`src/include/cpu_settings.svh`:
```
// word width, address width, register count and reset PC macros for the processor

`ifndef CPU_SETTINGS_SVH
`define CPU_SETTINGS_SVH

// data and instruction width
`define CPU_WORD_WIDTH 16

// word address width, 512 words of memory
`define CPU_ADDR_WIDTH 9

// general registers r0 to r7
`define CPU_REG_COUNT 8

// first fetch address, also the PC held while halted
`define CPU_RESET_PC 0

`endif

```
`src/source/cpu_pkg.sv`:
```
// shared word, address, register-number and enumerated control types of the processor
`default_nettype none

`include "cpu_settings.svh"

package cpu_pkg;

	typedef logic [`CPU_WORD_WIDTH-1:0] word_t;
	typedef logic [`CPU_ADDR_WIDTH-1:0] addr_t;
	typedef logic [$clog2(`CPU_REG_COUNT)-1:0] reg_num_t;

	// decoded instruction kind, from the opcode/op pair
	typedef enum logic [3:0] {
		cls_mov_imm,
		cls_mov_reg,
		cls_add,
		cls_cmp,
		cls_and_op,
		cls_mvn,
		cls_ldr,
		cls_str,
		cls_branch,
		cls_halt,
		cls_undefined
	} instr_class_t;

	typedef enum logic [1:0] {
		shift_none = 2'b00,
		shift_lsl  = 2'b01, // left by one
		shift_lsr  = 2'b10, // logical right by one
		shift_asr  = 2'b11  // arithmetic right by one
	} shift_t;

	typedef enum logic [1:0] {
		alu_add   = 2'b00,
		alu_sub   = 2'b01,
		alu_and   = 2'b10,
		alu_not_b = 2'b11
	} alu_op_t;

	typedef enum logic [1:0] {
		mem_none  = 2'b00,
		mem_read  = 2'b01,
		mem_write = 2'b10
	} mem_cmd_t;

	typedef enum logic [1:0] {wb_c, wb_imm, wb_mem} wb_sel_t;

	typedef enum logic [1:0] {sel_rn, sel_rd, sel_rm} reg_sel_t;

	typedef enum logic [2:0] {
		cond_always = 3'b000,
		cond_eq     = 3'b001,
		cond_ne     = 3'b010,
		cond_lt     = 3'b011,
		cond_le     = 3'b100
	} branch_cond_t;

endpackage

`default_nettype wire

```
`src/source/instr_decoder.sv`:
```
// instruction register, field extraction, sign extension and instruction classification
`default_nettype none

module instr_decoder (
	input  wire                   clk,
	input  wire                   reset,
	input  wire                   load_ir,
	input  wire cpu_pkg::reg_sel_t reg_sel,
	input  wire cpu_pkg::word_t    read_data,
	output cpu_pkg::instr_class_t instr_class,
	output cpu_pkg::reg_num_t     reg_num,
	output cpu_pkg::alu_op_t      alu_op,
	output cpu_pkg::shift_t       shift,
	output cpu_pkg::branch_cond_t cond,
	output cpu_pkg::word_t        sximm5,
	output cpu_pkg::word_t        sximm8
);
	import cpu_pkg::*;

	word_t ir;

	always_ff @(posedge clk) begin
		if (reset) begin
			ir <= '0; // decodes as undefined
		end else if (load_ir) begin
			ir <= read_data;
		end
	end

	always_comb begin
		case ({ir[15:13], ir[12:11]}) // opcode, op
			5'b110_10: instr_class = cls_mov_imm;
			5'b110_00: instr_class = cls_mov_reg;
			5'b101_00: instr_class = cls_add;
			5'b101_01: instr_class = cls_cmp;
			5'b101_10: instr_class = cls_and_op;
			5'b101_11: instr_class = cls_mvn;
			5'b011_00: instr_class = cls_ldr;
			5'b100_00: instr_class = cls_str;
			5'b001_00: instr_class = cls_branch;
			5'b111_00: instr_class = cls_halt;
			default:   instr_class = cls_undefined;
		endcase
	end

	always_comb begin
		case (reg_sel)
			sel_rn:  reg_num = ir[10:8];
			sel_rd:  reg_num = ir[7:5];
			default: reg_num = ir[2:0];
		endcase
	end

	assign alu_op = alu_op_t'(ir[12:11]);
	assign cond = branch_cond_t'(ir[10:8]); // rn field doubles as the condition
	// in LDR and STR bits 4-3 belong to imm5
	assign shift = (instr_class == cls_ldr || instr_class == cls_str) ?
		shift_none : shift_t'(ir[4:3]);
	assign sximm5 = {{($bits(word_t)-5){ir[4]}}, ir[4:0]};
	assign sximm8 = {{($bits(word_t)-8){ir[7]}}, ir[7:0]};

	a_ir_known: assert property (@(posedge clk) disable iff (reset)
		load_ir |=> !$isunknown(ir));

endmodule

`default_nettype wire

```
`src/source/control_fsm.sv`:
```
// fetch/execute sequencer with per-state control outputs and branch condition evaluation
`default_nettype none

module control_fsm (
	input  wire                        clk,
	input  wire                        reset,
	input  wire cpu_pkg::instr_class_t instr_class,
	input  wire cpu_pkg::branch_cond_t cond,
	input  wire                        flag_z,
	input  wire                        flag_n,
	input  wire                        flag_v,
	output cpu_pkg::reg_sel_t          reg_sel,
	output cpu_pkg::wb_sel_t           wb_sel,
	output logic                       load_a,
	output logic                       load_b,
	output logic                       load_c,
	output logic                       load_s,
	output logic                       reg_write,
	output logic                       a_zero,
	output logic                       b_imm,
	output logic                       load_ir,
	output logic                       load_pc,
	output logic                       pc_reset,
	output logic                       take_branch,
	output logic                       load_addr,
	output logic                       addr_sel_pc,
	output cpu_pkg::mem_cmd_t          mem_cmd,
	output logic                       halt
);
	import cpu_pkg::*;

	typedef enum logic [4:0] {
		st_reset, st_fetch1, st_fetch2, st_pc_update,
		st_mov_imm,
		st_mov1, st_mov2, // MOV reg and MVN
		st_alu1, st_alu2, st_alu3, // ADD and AND
		st_cmp1, st_cmp2,
		st_ldr1, st_ldr2, st_ldr3, st_ldr4,
		st_str1, st_str2, st_str3, st_str4, st_str5,
		st_branch,
		st_halt
	} state_t;

	state_t state;
	state_t next_state;
	logic cond_true;

	always_ff @(posedge clk) begin
		if (reset) begin
			state <= st_reset;
		end else begin
			state <= next_state;
		end
	end

	always_comb begin
		case (state)
			st_reset:     next_state = st_fetch1;
			st_fetch1:    next_state = st_fetch2;
			st_fetch2:    next_state = st_pc_update;
			st_pc_update: begin
				case (instr_class) // IR is valid from this cycle
					cls_mov_imm:          next_state = st_mov_imm;
					cls_mov_reg, cls_mvn: next_state = st_mov1;
					cls_add, cls_and_op:  next_state = st_alu1;
					cls_cmp:              next_state = st_cmp1;
					cls_ldr:              next_state = st_ldr1;
					cls_str:              next_state = st_str1;
					cls_branch:           next_state = st_branch;
					default:              next_state = st_halt; // HALT and undefined
				endcase
			end
			st_mov1:  next_state = st_mov2;
			st_alu1:  next_state = st_alu2;
			st_alu2:  next_state = st_alu3;
			st_cmp1:  next_state = st_cmp2;
			st_ldr1:  next_state = st_ldr2;
			st_ldr2:  next_state = st_ldr3;
			st_ldr3:  next_state = st_ldr4;
			st_str1:  next_state = st_str2;
			st_str2:  next_state = st_str3;
			st_str3:  next_state = st_str4;
			st_str4:  next_state = st_str5;
			st_halt:  next_state = st_halt; // only reset leaves
			st_mov_imm, st_mov2, st_alu3, st_cmp2, st_ldr4, st_str5, st_branch:
				next_state = st_fetch1;
			default:  next_state = st_halt;
		endcase
	end

	always_comb begin
		case (cond)
			cond_always: cond_true = 1'b1;
			cond_eq:     cond_true = flag_z;
			cond_ne:     cond_true = !flag_z;
			cond_lt:     cond_true = flag_n ^ flag_v;
			cond_le:     cond_true = (flag_n ^ flag_v) | flag_z;
			default:     cond_true = 1'b0; // unused codes never branch
		endcase
	end

	always_comb begin
		reg_sel = sel_rn;
		wb_sel = wb_c;
		{load_a, load_b, load_c, load_s, reg_write, a_zero, b_imm} = '0;
		{load_ir, load_pc, pc_reset, take_branch, load_addr, addr_sel_pc} = '0;
		mem_cmd = mem_none;
		halt = 1'b0;
		case (state)
			st_reset: begin
				load_pc = 1'b1;
				pc_reset = 1'b1;
			end
			st_fetch1: begin
				mem_cmd = mem_read;
				addr_sel_pc = 1'b1;
			end
			st_fetch2: begin
				mem_cmd = mem_read;
				addr_sel_pc = 1'b1;
				load_ir = 1'b1;
			end
			st_pc_update: load_pc = 1'b1; // PC + 1
			st_mov_imm: begin
				wb_sel = wb_imm;
				reg_write = 1'b1;
			end
			st_mov1, st_alu2, st_cmp2: begin
				reg_sel = sel_rm;
				load_b = 1'b1;
				load_c = (state != st_cmp2);
				load_s = (state == st_cmp2); // CMP only touches the flags
				a_zero = (state == st_mov1);
			end
			st_alu1, st_cmp1, st_ldr1, st_str1: load_a = 1'b1; // Rn
			st_mov2, st_alu3: begin
				reg_sel = sel_rd;
				reg_write = 1'b1;
			end
			st_ldr2, st_str2: begin
				b_imm = 1'b1; // Rn + sximm5
				load_c = 1'b1;
			end
			st_ldr3: load_addr = 1'b1;
			st_ldr4: begin
				mem_cmd = mem_read;
				reg_sel = sel_rd;
				wb_sel = wb_mem;
				reg_write = 1'b1;
			end
			st_str3: begin
				load_addr = 1'b1;
				reg_sel = sel_rd;
				load_b = 1'b1;
			end
			st_str4: begin
				a_zero = 1'b1; // C = Rd for the write data
				load_c = 1'b1;
			end
			st_str5: mem_cmd = mem_write;
			st_branch: begin
				load_pc = cond_true;
				take_branch = cond_true;
			end
			st_halt: begin
				halt = 1'b1;
				load_pc = 1'b1;
				pc_reset = 1'b1;
			end
			default: ;
		endcase
	end

	// the write address was captured two cycles before the write
	a_write_in_str: assert property (@(posedge clk) disable iff (reset)
		(mem_cmd == mem_write) |-> (state == st_str5) && $past(load_addr, 2));

	a_halt_quiet: assert property (@(posedge clk) disable iff (reset)
		halt |=> halt && !reg_write && (mem_cmd != mem_write));

endmodule

`default_nettype wire

```
`src/source/register_file.sv`:
```
// general register file with one synchronous write port and one combinational read port
`default_nettype none

`include "cpu_settings.svh"

module register_file (
	input  wire                    clk,
	input  wire                    write,
	input  wire cpu_pkg::reg_num_t write_num,
	input  wire cpu_pkg::reg_num_t read_num,
	input  wire cpu_pkg::word_t    data_in,
	output cpu_pkg::word_t         data_out
);
	import cpu_pkg::*;

	word_t regs [`CPU_REG_COUNT];

	always_ff @(posedge clk) begin
		if (write) begin
			regs[write_num] <= data_in;
		end
	end

	assign data_out = regs[read_num]; // combinational read

	a_write_num_known: assert property (@(posedge clk)
		write |-> !$isunknown(write_num));

endmodule

`default_nettype wire

```
`src/source/datapath.sv`:
```
// operand registers, shifter, ALU, status flags and write-back selection
`default_nettype none

module datapath (
	input  wire                    clk,
	input  wire cpu_pkg::reg_num_t reg_num,
	input  wire                    reg_write,
	input  wire cpu_pkg::wb_sel_t  wb_sel,
	input  wire                    load_a,
	input  wire                    load_b,
	input  wire                    load_c,
	input  wire                    load_s,
	input  wire                    a_zero,
	input  wire                    b_imm,
	input  wire cpu_pkg::alu_op_t  alu_op,
	input  wire cpu_pkg::shift_t   shift,
	input  wire cpu_pkg::word_t    sximm5,
	input  wire cpu_pkg::word_t    sximm8,
	input  wire cpu_pkg::word_t    read_data,
	output cpu_pkg::word_t         c_out,
	output logic                   flag_z,
	output logic                   flag_n,
	output logic                   flag_v
);
	import cpu_pkg::*;

	word_t reg_out;
	word_t wb_data;
	word_t a_reg;
	word_t b_reg;
	word_t b_operand;
	word_t b_shifted;
	word_t a_in;
	word_t b_in;
	word_t alu_out;
	logic a_sign;
	logic b_sign;
	logic r_sign;
	logic alu_v;

	register_file u_regs (
		.clk       (clk),
		.write     (reg_write),
		.write_num (reg_num),
		.read_num  (reg_num),
		.data_in   (wb_data),
		.data_out  (reg_out)
	);

	always_ff @(posedge clk) begin
		if (load_a) a_reg <= reg_out;
		if (load_b) b_reg <= reg_out;
		if (load_c) c_out <= alu_out;
		if (load_s) begin
			flag_z <= (alu_out == '0);
			flag_n <= r_sign;
			flag_v <= alu_v;
		end
	end

	// B follows the read port in its own load cycle, so B and C can load together
	assign b_operand = load_b ? reg_out : b_reg;

	always_comb begin
		case (shift)
			shift_lsl: b_shifted = b_operand << 1;
			shift_lsr: b_shifted = b_operand >> 1;
			shift_asr: b_shifted = $signed(b_operand) >>> 1;
			default:   b_shifted = b_operand;
		endcase
	end

	assign a_in = a_zero ? '0 : a_reg; // MOV and MVN
	assign b_in = b_imm ? sximm5 : b_shifted; // base plus offset

	always_comb begin
		case (alu_op)
			alu_add: alu_out = a_in + b_in;
			alu_sub: alu_out = a_in - b_in;
			alu_and: alu_out = a_in & b_in;
			default: alu_out = ~b_in;
		endcase
	end

	assign a_sign = a_in[$bits(word_t)-1];
	assign b_sign = b_in[$bits(word_t)-1];
	assign r_sign = alu_out[$bits(word_t)-1];
	assign alu_v = (alu_op == alu_add) ? (a_sign == b_sign) && (r_sign != a_sign) :
		(alu_op == alu_sub) ? (a_sign != b_sign) && (r_sign != a_sign) : 1'b0;

	always_comb begin
		case (wb_sel)
			wb_imm:  wb_data = sximm8;
			wb_mem:  wb_data = read_data;
			default: wb_data = c_out;
		endcase
	end

endmodule

`default_nettype wire

```
`src/source/address_unit.sv`:
```
// program counter, next-PC selection, data address register and memory address selection
`default_nettype none

`include "cpu_settings.svh"

module address_unit (
	input  wire                 clk,
	input  wire                 load_pc,
	input  wire                 pc_reset,
	input  wire                 take_branch,
	input  wire                 load_addr,
	input  wire                 addr_sel_pc,
	input  wire cpu_pkg::word_t sximm8,
	input  wire cpu_pkg::word_t c_out,
	output cpu_pkg::addr_t      mem_addr
);
	import cpu_pkg::*;

	addr_t pc;
	addr_t next_pc;
	addr_t data_addr;

	always_comb begin
		if (pc_reset) begin
			next_pc = addr_t'(`CPU_RESET_PC);
		end else if (take_branch) begin
			next_pc = pc + sximm8[$bits(addr_t)-1:0]; // pc already holds PC + 1
		end else begin
			next_pc = pc + 1'b1;
		end
	end

	always_ff @(posedge clk) begin
		if (load_pc) begin
			pc <= next_pc;
		end
		if (load_addr) begin
			data_addr <= c_out[$bits(addr_t)-1:0];
		end
	end

	assign mem_addr = addr_sel_pc ? pc : data_addr; // PC while fetching

endmodule

`default_nettype wire

```
`src/source/cpu_top.sv`:
```
// processor top level connecting decoder, sequencer, datapath and address unit
`default_nettype none

module cpu_top (
	input  wire                 clk,
	input  wire                 reset,
	input  wire cpu_pkg::word_t read_data,
	output cpu_pkg::mem_cmd_t   mem_cmd,
	output cpu_pkg::addr_t      mem_addr,
	output cpu_pkg::word_t      write_data,
	output logic                halt
);
	import cpu_pkg::*;

	instr_class_t instr_class;
	reg_num_t reg_num;
	alu_op_t alu_op;
	shift_t shift;
	branch_cond_t cond;
	word_t sximm5;
	word_t sximm8;
	reg_sel_t reg_sel;
	wb_sel_t wb_sel;
	logic flag_z, flag_n, flag_v;
	logic load_a, load_b, load_c, load_s, reg_write, a_zero, b_imm;
	logic load_ir, load_pc, pc_reset, take_branch, load_addr, addr_sel_pc;

	instr_decoder u_decoder (
		.clk(clk), .reset(reset), .load_ir(load_ir), .reg_sel(reg_sel),
		.read_data(read_data), .instr_class(instr_class), .reg_num(reg_num),
		.alu_op(alu_op), .shift(shift), .cond(cond), .sximm5(sximm5), .sximm8(sximm8)
	);

	control_fsm u_fsm (
		.clk(clk), .reset(reset), .instr_class(instr_class), .cond(cond),
		.flag_z(flag_z), .flag_n(flag_n), .flag_v(flag_v),
		.reg_sel(reg_sel), .wb_sel(wb_sel), .load_a(load_a), .load_b(load_b),
		.load_c(load_c), .load_s(load_s), .reg_write(reg_write), .a_zero(a_zero),
		.b_imm(b_imm), .load_ir(load_ir), .load_pc(load_pc), .pc_reset(pc_reset),
		.take_branch(take_branch), .load_addr(load_addr), .addr_sel_pc(addr_sel_pc),
		.mem_cmd(mem_cmd), .halt(halt)
	);

	// C doubles as the store data
	datapath u_datapath (
		.clk(clk), .reg_num(reg_num), .reg_write(reg_write), .wb_sel(wb_sel),
		.load_a(load_a), .load_b(load_b), .load_c(load_c), .load_s(load_s),
		.a_zero(a_zero), .b_imm(b_imm), .alu_op(alu_op), .shift(shift),
		.sximm5(sximm5), .sximm8(sximm8), .read_data(read_data),
		.c_out(write_data), .flag_z(flag_z), .flag_n(flag_n), .flag_v(flag_v)
	);

	address_unit u_address (
		.clk(clk), .load_pc(load_pc), .pc_reset(pc_reset), .take_branch(take_branch),
		.load_addr(load_addr), .addr_sel_pc(addr_sel_pc), .sximm8(sximm8),
		.c_out(write_data), .mem_addr(mem_addr)
	);

endmodule

`default_nettype wire

```
`config.mk`:
```
export PLATFORM = sky130hd
export DESIGN_NAME = cpu_top
export DESIGN_NICKNAME = d
export VERILOG_FILES = /design/src/source/cpu_pkg.sv /design/src/source/instr_decoder.sv /design/src/source/control_fsm.sv /design/src/source/register_file.sv /design/src/source/datapath.sv /design/src/source/address_unit.sv /design/src/source/cpu_top.sv
export VERILOG_INCLUDE_DIRS = /design/src /design/src/include
export SDC_FILE = /design/constraint.sdc
export NUM_CORES = 1
export LEC_CHECK = 0
export BUFFER_PORTS_ARGS = -buffer_cell sky130_fd_sc_hd__buf_4
export CAP_MARGIN = 20
export CORE_AREA = 8 8 223 225
export CTS_CLUSTER_SIZE = 28
export DETAILED_ROUTE_END_ITERATION = 16
export DIE_AREA = 0 0 231 233
export SLEW_MARGIN = 20
export SYNTH_ARGS = -nofsm -noshare
export SYNTH_HDL_FRONTEND = slang
export SYNTH_HIERARCHICAL = 1
export SYNTH_SLANG_ARGS = --single-unit
```
`constraint.sdc`:
```
create_clock -name clk -period 13.9 [get_ports clk]
set_input_delay 1.39 -clock clk [delete_from_list [all_inputs] [get_ports clk]]
set_output_delay 1.39 -clock clk [all_outputs]
set_load 0.05 [all_outputs]
```
-- Yosys cells after proc, flatten, opt, wreduce, memory -nomap -nowiden
Memories as Yosys holds them, arrays and structs flattened. A register that Yosys moved wholly into a read port is not among the register bits.
Index checks and enable logic that the tools add are counted.
- bits in registers: 90
- RAM bits: 128
- bits in read-only memories: 208
- input bits: 18
- output and inout port bits: 28
- word-level logic and storage cells: 118
- memories: 3
- add/sub/neg operators: 4
- equality and inequality tests: 40
- muxes and demuxes: 35
- bitwise operators: 4
- reductions and logical operators: 22
- memory list (memory ; depth ; bits a word ; read ports ; clocked after memory_dff ; write ports ; RTL line ; text):
    (name not given) ; 32 ; 4 ; 1 ; 1 ; 0 ; instr_decoder.sv:31 ; case ({ir[15:13], ir[12:11]})
    u_datapath.u_regs.regs ; 8 ; 16 ; 1 ; 0 ; 1 ; register_file.sv:16 ; word_t regs [`CPU_REG_COUNT];
    (name not given) ; 16 ; 5 ; 1 ; 0 ; 0 ; control_fsm.sv:62 ; case (instr_class)
- operators with widths (kind ; count):
    16-bit case mux with 3 select lines ; 2
    5-bit case mux with 15 select lines ; 1
    16-bit two-way mux ; 3
    5-bit by 4-bit == test with 1-bit output, second input constant ; 8
    5-bit == test, second input constant ; 7
    16-bit case mux with 2 select lines ; 1
    5-bit by 3-bit == test with 1-bit output, second input constant ; 4
    9-bit two-way mux ; 2
    16-bit adder ; 1
    16-bit AND ; 1
    16-bit zero test ; 1
    16-bit NOT ; 1
    4-bit OR reduction ; 4
    16-bit subtractor ; 1
    1-bit two-way mux ; 15
    2-bit case mux with 2 select lines ; 3
    3-bit OR reduction ; 4
    5-bit by 2-bit == test with 1-bit output, second input constant ; 2
    5-bit two-way mux ; 2
    9-bit by 1-bit adder with 9-bit output, second input constant ; 1
    9-bit adder ; 1
    2-bit by 1-bit == test with 1-bit output, second input constant ; 4
    2-bit == test, second input constant ; 4
    4-bit by 3-bit == test with 1-bit output, second input constant ; 2
    other kinds (21) ; 30

-- Logic depth before layout (Yosys ltp)
An unclocked memory read counts as a cell.
- depth after elaboration: 15
- depth in mapped cells: 30
- depth with buffers taken out: 27

-- Hierarchy
The synthesis kept the hierarchy.
- by module, submodules not included (module ; times used ; cells each ; area each (µm²)):
    register_file ; 1 ; 198 ; 4973.5
    datapath ; 1 ; 430 ; 4232.8
    instr_decoder ; 1 ; 129 ; 1181.1
    address_unit ; 1 ; 94 ; 1132.3
    control_fsm ; 1 ; 121 ; 832.0

-- Worst setup path before layout
OpenSTA, ideal clock, no wires.
- kind: register -> register
- start point: register u_fsm.state[0]
- end point: register u_datapath.flag_z, data pin
- setup time: 0.134 ns
- data arrival time: 6.640 ns
- required time: 13.766 ns
- setup slack: 7.126 ns
- cell stages (with the launch flop): 28
- clock period less this slack: 6.774 ns
- cell sequence: dfxtp_1 > buf_4 > clkbuf_1 > a31oi_1 > o21ai_0 > mux2i_1 > o21ai_0 > buf_6 > buf_6 > mux4_1 > mux2_2 > mux4_1 > a21oi_1 > and4bb_2 > nand2_1 > o31ai_1 > o21ai_0 > xor2_1 > ha_1 > o21a_1 > a21o_1 > a21oi_1 > o221ai_1 > o21ai_1 > nand3_1 > or4_1 > nor4_1 > and4b_1
- cells in the longest elaborated chain, start to end: 12
- ends and longest elaborated chain (item ; RTL line ; text):
    from (decl) ; control_fsm.sv:44 ; state_t state;
    from (signal assigned) ; control_fsm.sv:50 ; state <= st_reset;
    from (signal assigned) ; control_fsm.sv:52 ; state <= next_state;
    5-bit by 3-bit == test with 1-bit output (tied with other cells) ; control_fsm.sv:109 ; case (state)
    4-bit OR reduction (no line) or 3-bit OR reduction (tied branches) ; - ;
    2-bit case mux with 2 select lines (*) ; control_fsm.sv:109 ;
    net reg_sel[0] ; cpu_top.sv:22 ; reg_sel_t reg_sel;
    2-bit by 1-bit == test with 1-bit output or 2-bit zero test (tied branches) ; instr_decoder.sv:47 ; case (reg_sel)
    3-bit case mux with 2 select lines (*) ; instr_decoder.sv:47 ;
    net reg_num[0] ; cpu_top.sv:16 ; reg_num_t reg_num;
    memory read 8 x 16 bit (*) ; - ;
    net u_datapath.reg_out[3] ; datapath.sv:27 ; word_t reg_out;
    16-bit two-way mux (*) ; datapath.sv:62 ; assign b_operand = load_b ? reg_out : b_reg;
    16-bit case mux with 3 select lines (*) ; datapath.sv:65 ; case (shift)
    16-bit two-way mux (*) ; datapath.sv:74 ; assign b_in = b_imm ? sximm5 : b_shifted;
    16-bit subtractor or 16-bit adder (tied branches) ; datapath.sv:79, datapath.sv:78 ;
    16-bit case mux with 3 select lines (*) ; datapath.sv:77 ; case (alu_op)
    net u_datapath.alu_out[12] ; datapath.sv:35 ; word_t alu_out;
    16-bit zero test (*) ; datapath.sv:55 ; flag_z <= (alu_out == '0);
    to (signal assigned) ; datapath.sv:55 ;
    to (decl) ; datapath.sv:21 ; output logic flag_z,
Mark *: on every way through the listed nets, which the timed path passes. The rest lies on a longest branch.
A chain may end at the register's enable or synchronous reset.

-- Worst setup path in the final report
- start point: register u_fsm.state[1]
- end point: register u_datapath.flag_z, data pin
The elaborated chain is that of the path after synthesis.

==> qor.yml <==
status: "finished, final reports clean"
post-route-drc-count: 0
wl_met3_um: 1455
synthCells: 972
critPathLaunchType: "register"
path_clk_slew_ns: 0.06
rrSetupSlack_ns: 5.72
critPathKind: "register to register"
die_y_um: 233
core.rowCount: 79
synthTopCellsByArea: "edfxtp_1 (44%), dfxtp_1 (6.6%), mux4_1 (6.6%)"
crit_fanout: 37
power_density_nw_per_um2: 170.6
dieArea_um2: 53820
clock-root-buffer: "clkbuf_16"
first_iter_violations: 493
wl_per_cell_um: 18.49
drive_above_1_share_pct: 18.99
diodes: 0
r2r-end: "u_datapath/flag_z"
hold_end: "u_datapath/b_reg[15]"
ys_async_sr_fraction_pct: 0
post_cts.repair.setup_buffers: 0
dp.final_hpwl_um: 21300
ios: 46
cts_resized: 0
cts_sinks: 222
numCtsBuffers: 25
synth_top_area_share_pct: 44.00
synth_edf_count: 181
top_layer: "met4"
cts_tree: "yes"
met2_wirelength_um: 13730
htreeDepth: 1
synth_cell_types: 86
drt-total-wl_um: 29530
grt_pass1_wl_um: 44840
synth_ff_type: "edfxtp_1"
cp_data_required_time_ns: 14.30
fmax_ghz: 0.1222
seq_area_frac_synth_pct: 50.65
initial_core_util_pct: 26.82
worst_hold_slack_ns: 0.4892
port_buffers: 45
maxCapViolations: 0
detail-route-antenna-nets: 0
total_power_w: 0.002355
setup_viol: 0
syn-num-nets: 1024
slew_viol_final: 0
final.period_utilization_pct: 58.87
detail_route.vias_per_cell: 4.909
antenna_found_initial: 0
placedInstanceArea_um2: 12990
first_global_vias: 7492
grt_max_degree: 38
yosysTopAreaCell: "edfxtp_1"
multi_input_area_um2: 5416
grt_overflow: 0
vias: 7840
slew_headroom_pct: 28.00
top_register: "u_datapath/u_regs/regs"
leakage_nw: 4.675
finalNonFillerCells: 1597
synth-seq-cells: 222
wl_met1_um: 13760
endpoint_kind: "register"
drt_first_pass_iters: 6
n_fill_cell: 4663
r2r.worst_path.cells: 23
avgSynthCellArea_um2: 12.71
gp_congestion: 0.8753
clk_path_buf_depth: 3
fin_area_um2: 13810
synth_common_cells: "edfxtp_1 (181), nor2_1 (56), nand2_1 (48), o21ai_0 (48), mux2_2 (45)"
cts_hold_buf: 0
max-vdd-ir-drop_v: 0.0001118
grt_usage_pct: 10.49
yosysMostFrequentCell: "edfxtp_1"
layout-area-overhead-vs-synth_pct: 11.78
hold_class: "register to register"
r2r_start: "u_fsm/state[1]"
largest_reg_flops: 128
whs_path_depth: 1
syn_area_um2: 12350
place_inst: 1551
worstPathArrival_ns: 8.58
fin_crit_ns: 8.183
skew_ns: 0.008277
worst_pin_slew_ns: 1.069
die_w_um: 231
nets: 1023
rsz0062_at_grt: "false"
fin_tns_setup_ns: 0
min-delay-start: "u_datapath/b_reg[15]"
clock_latency_ns: 0.53
register_area_um2: 6256
core_um2: 46060
finalHoldViolCount: 0
yosys_warnings: 6
logic make-up after synthesis:
| family | Yosys count | synth area share, % |
|---|---|---|
| mux | 120 | 15.72 |
| compound gates | 196 | 10.64 |
| flops | 222 | 50.65 |
| buf+inv | 116 | 5.875 |
| fa+ha+maj | 34 | 3.566 |
| simple gates | 260 | 11.73 |
| xor+xnor | 24 | 1.823 |
where the power goes:
group,total (W),internal (W),switching (W),leakage [nW]
Clock,0.000651,0.000386,0.000265,0.398
Sequential,0.000842,0.000800,0.0000419,1.98
Combinational,0.000862,0.000379,0.000483,2.30
layer usage:
metal	global-route usage [%]	vias to the layer above
li1	-	3700
met1	14.49	3916
met2	17.12	187
met3	1.535	37
met4	2.574	0
met5	0	-
critical path, cell delays in order, from the launching register on:
cell and delay (ns):
dfxtp_1 0.72, nor2b_1 0.18, or2_1 0.29, o32a_1 0.20, nor2_1 0.43, nand2_1 0.18
o21ai_4 0.09, buf_4 0.52, mux4_1 0.62, mux2_2 0.30, mux4_1 0.51, a21oi_1 0.36
and4bb_2 0.33, nand2_1 0.06, o31ai_1 0.49, o21ai_0 0.23, xor2_1 0.20, ha_1 0.33
a2111oi_0 0.43, o21ai_0 0.18, a32o_1 0.32, or4b_1 0.52, nor4_1 0.30, and4b_1 0.23
metrics by stage:
step	util [%]	setup slack, ns
2_1_floorplan	-	7.126
3_5_place_dp	28.20	5.812
6_report	29.98	5.717
3_3_place_gp	28.20	6.014
4_1_cts	29.96	5.774
5_1_grt	29.98	5.031
layout by cell type (no fill, tap or decap), types with 5 or more instances in the layout:
cell type    n
edfxtp_1   181
buf_4       63
nor2_1      56
nand2_1     48
mux2_2      45
o21ai_0     44
dfxtp_1     41
a21oi_1     38
nor2b_1     37
ha_1        32
mux4_1      31
mux2i_1     29
clkbuf_16   25
inv_1       25
a22oi_1     20
nand2b_1    17
nor3_1      13
xnor2_1     13
mux4_2      13
and2_1      11
nor3b_1     10
a211oi_1    10
xor2_1      10
a31oi_1     10
nand3_1     10
a22o_1       9
a21o_1       7
o21a_1       7
clkinv_2     6
clkinv_1     6
or3_1        6
o31ai_1      6
or4_1        5
o21bai_1     5
a221oi_1     5
nor4_1       5
how the worst max path moves through the flow:
stage / start / end / slack (ns) / depth (start not counted)
after floorplan: u_fsm/state[0] / u_datapath/flag_z / 7.13 / 27
after global placement: u_fsm/state[2] / u_datapath/flag_z / 6.01 / 26
after detailed placement: u_fsm/state[2] / u_datapath/flag_z / 5.81 / 23
after CTS: u_fsm/state[2] / u_datapath/flag_z / 5.77 / 23
after global routing: u_fsm/state[2] / u_datapath/flag_z / 5.03 / 23
final: u_fsm/state[1] / u_datapath/flag_z / 5.72 / 23
layout make-up:
cell class / count / share of cell area [%]
multi-input cells: 634 / 39.23
clock inverters: 17 / 1.214
repair buffers: 63 / 3.425
flip-flops and latches: 222 / 45.31
well taps: 607 / 5.501
clock buffers: 29 / 4.640
inverters: 25 / 0.6797
(Power assumes the default switching activity.)
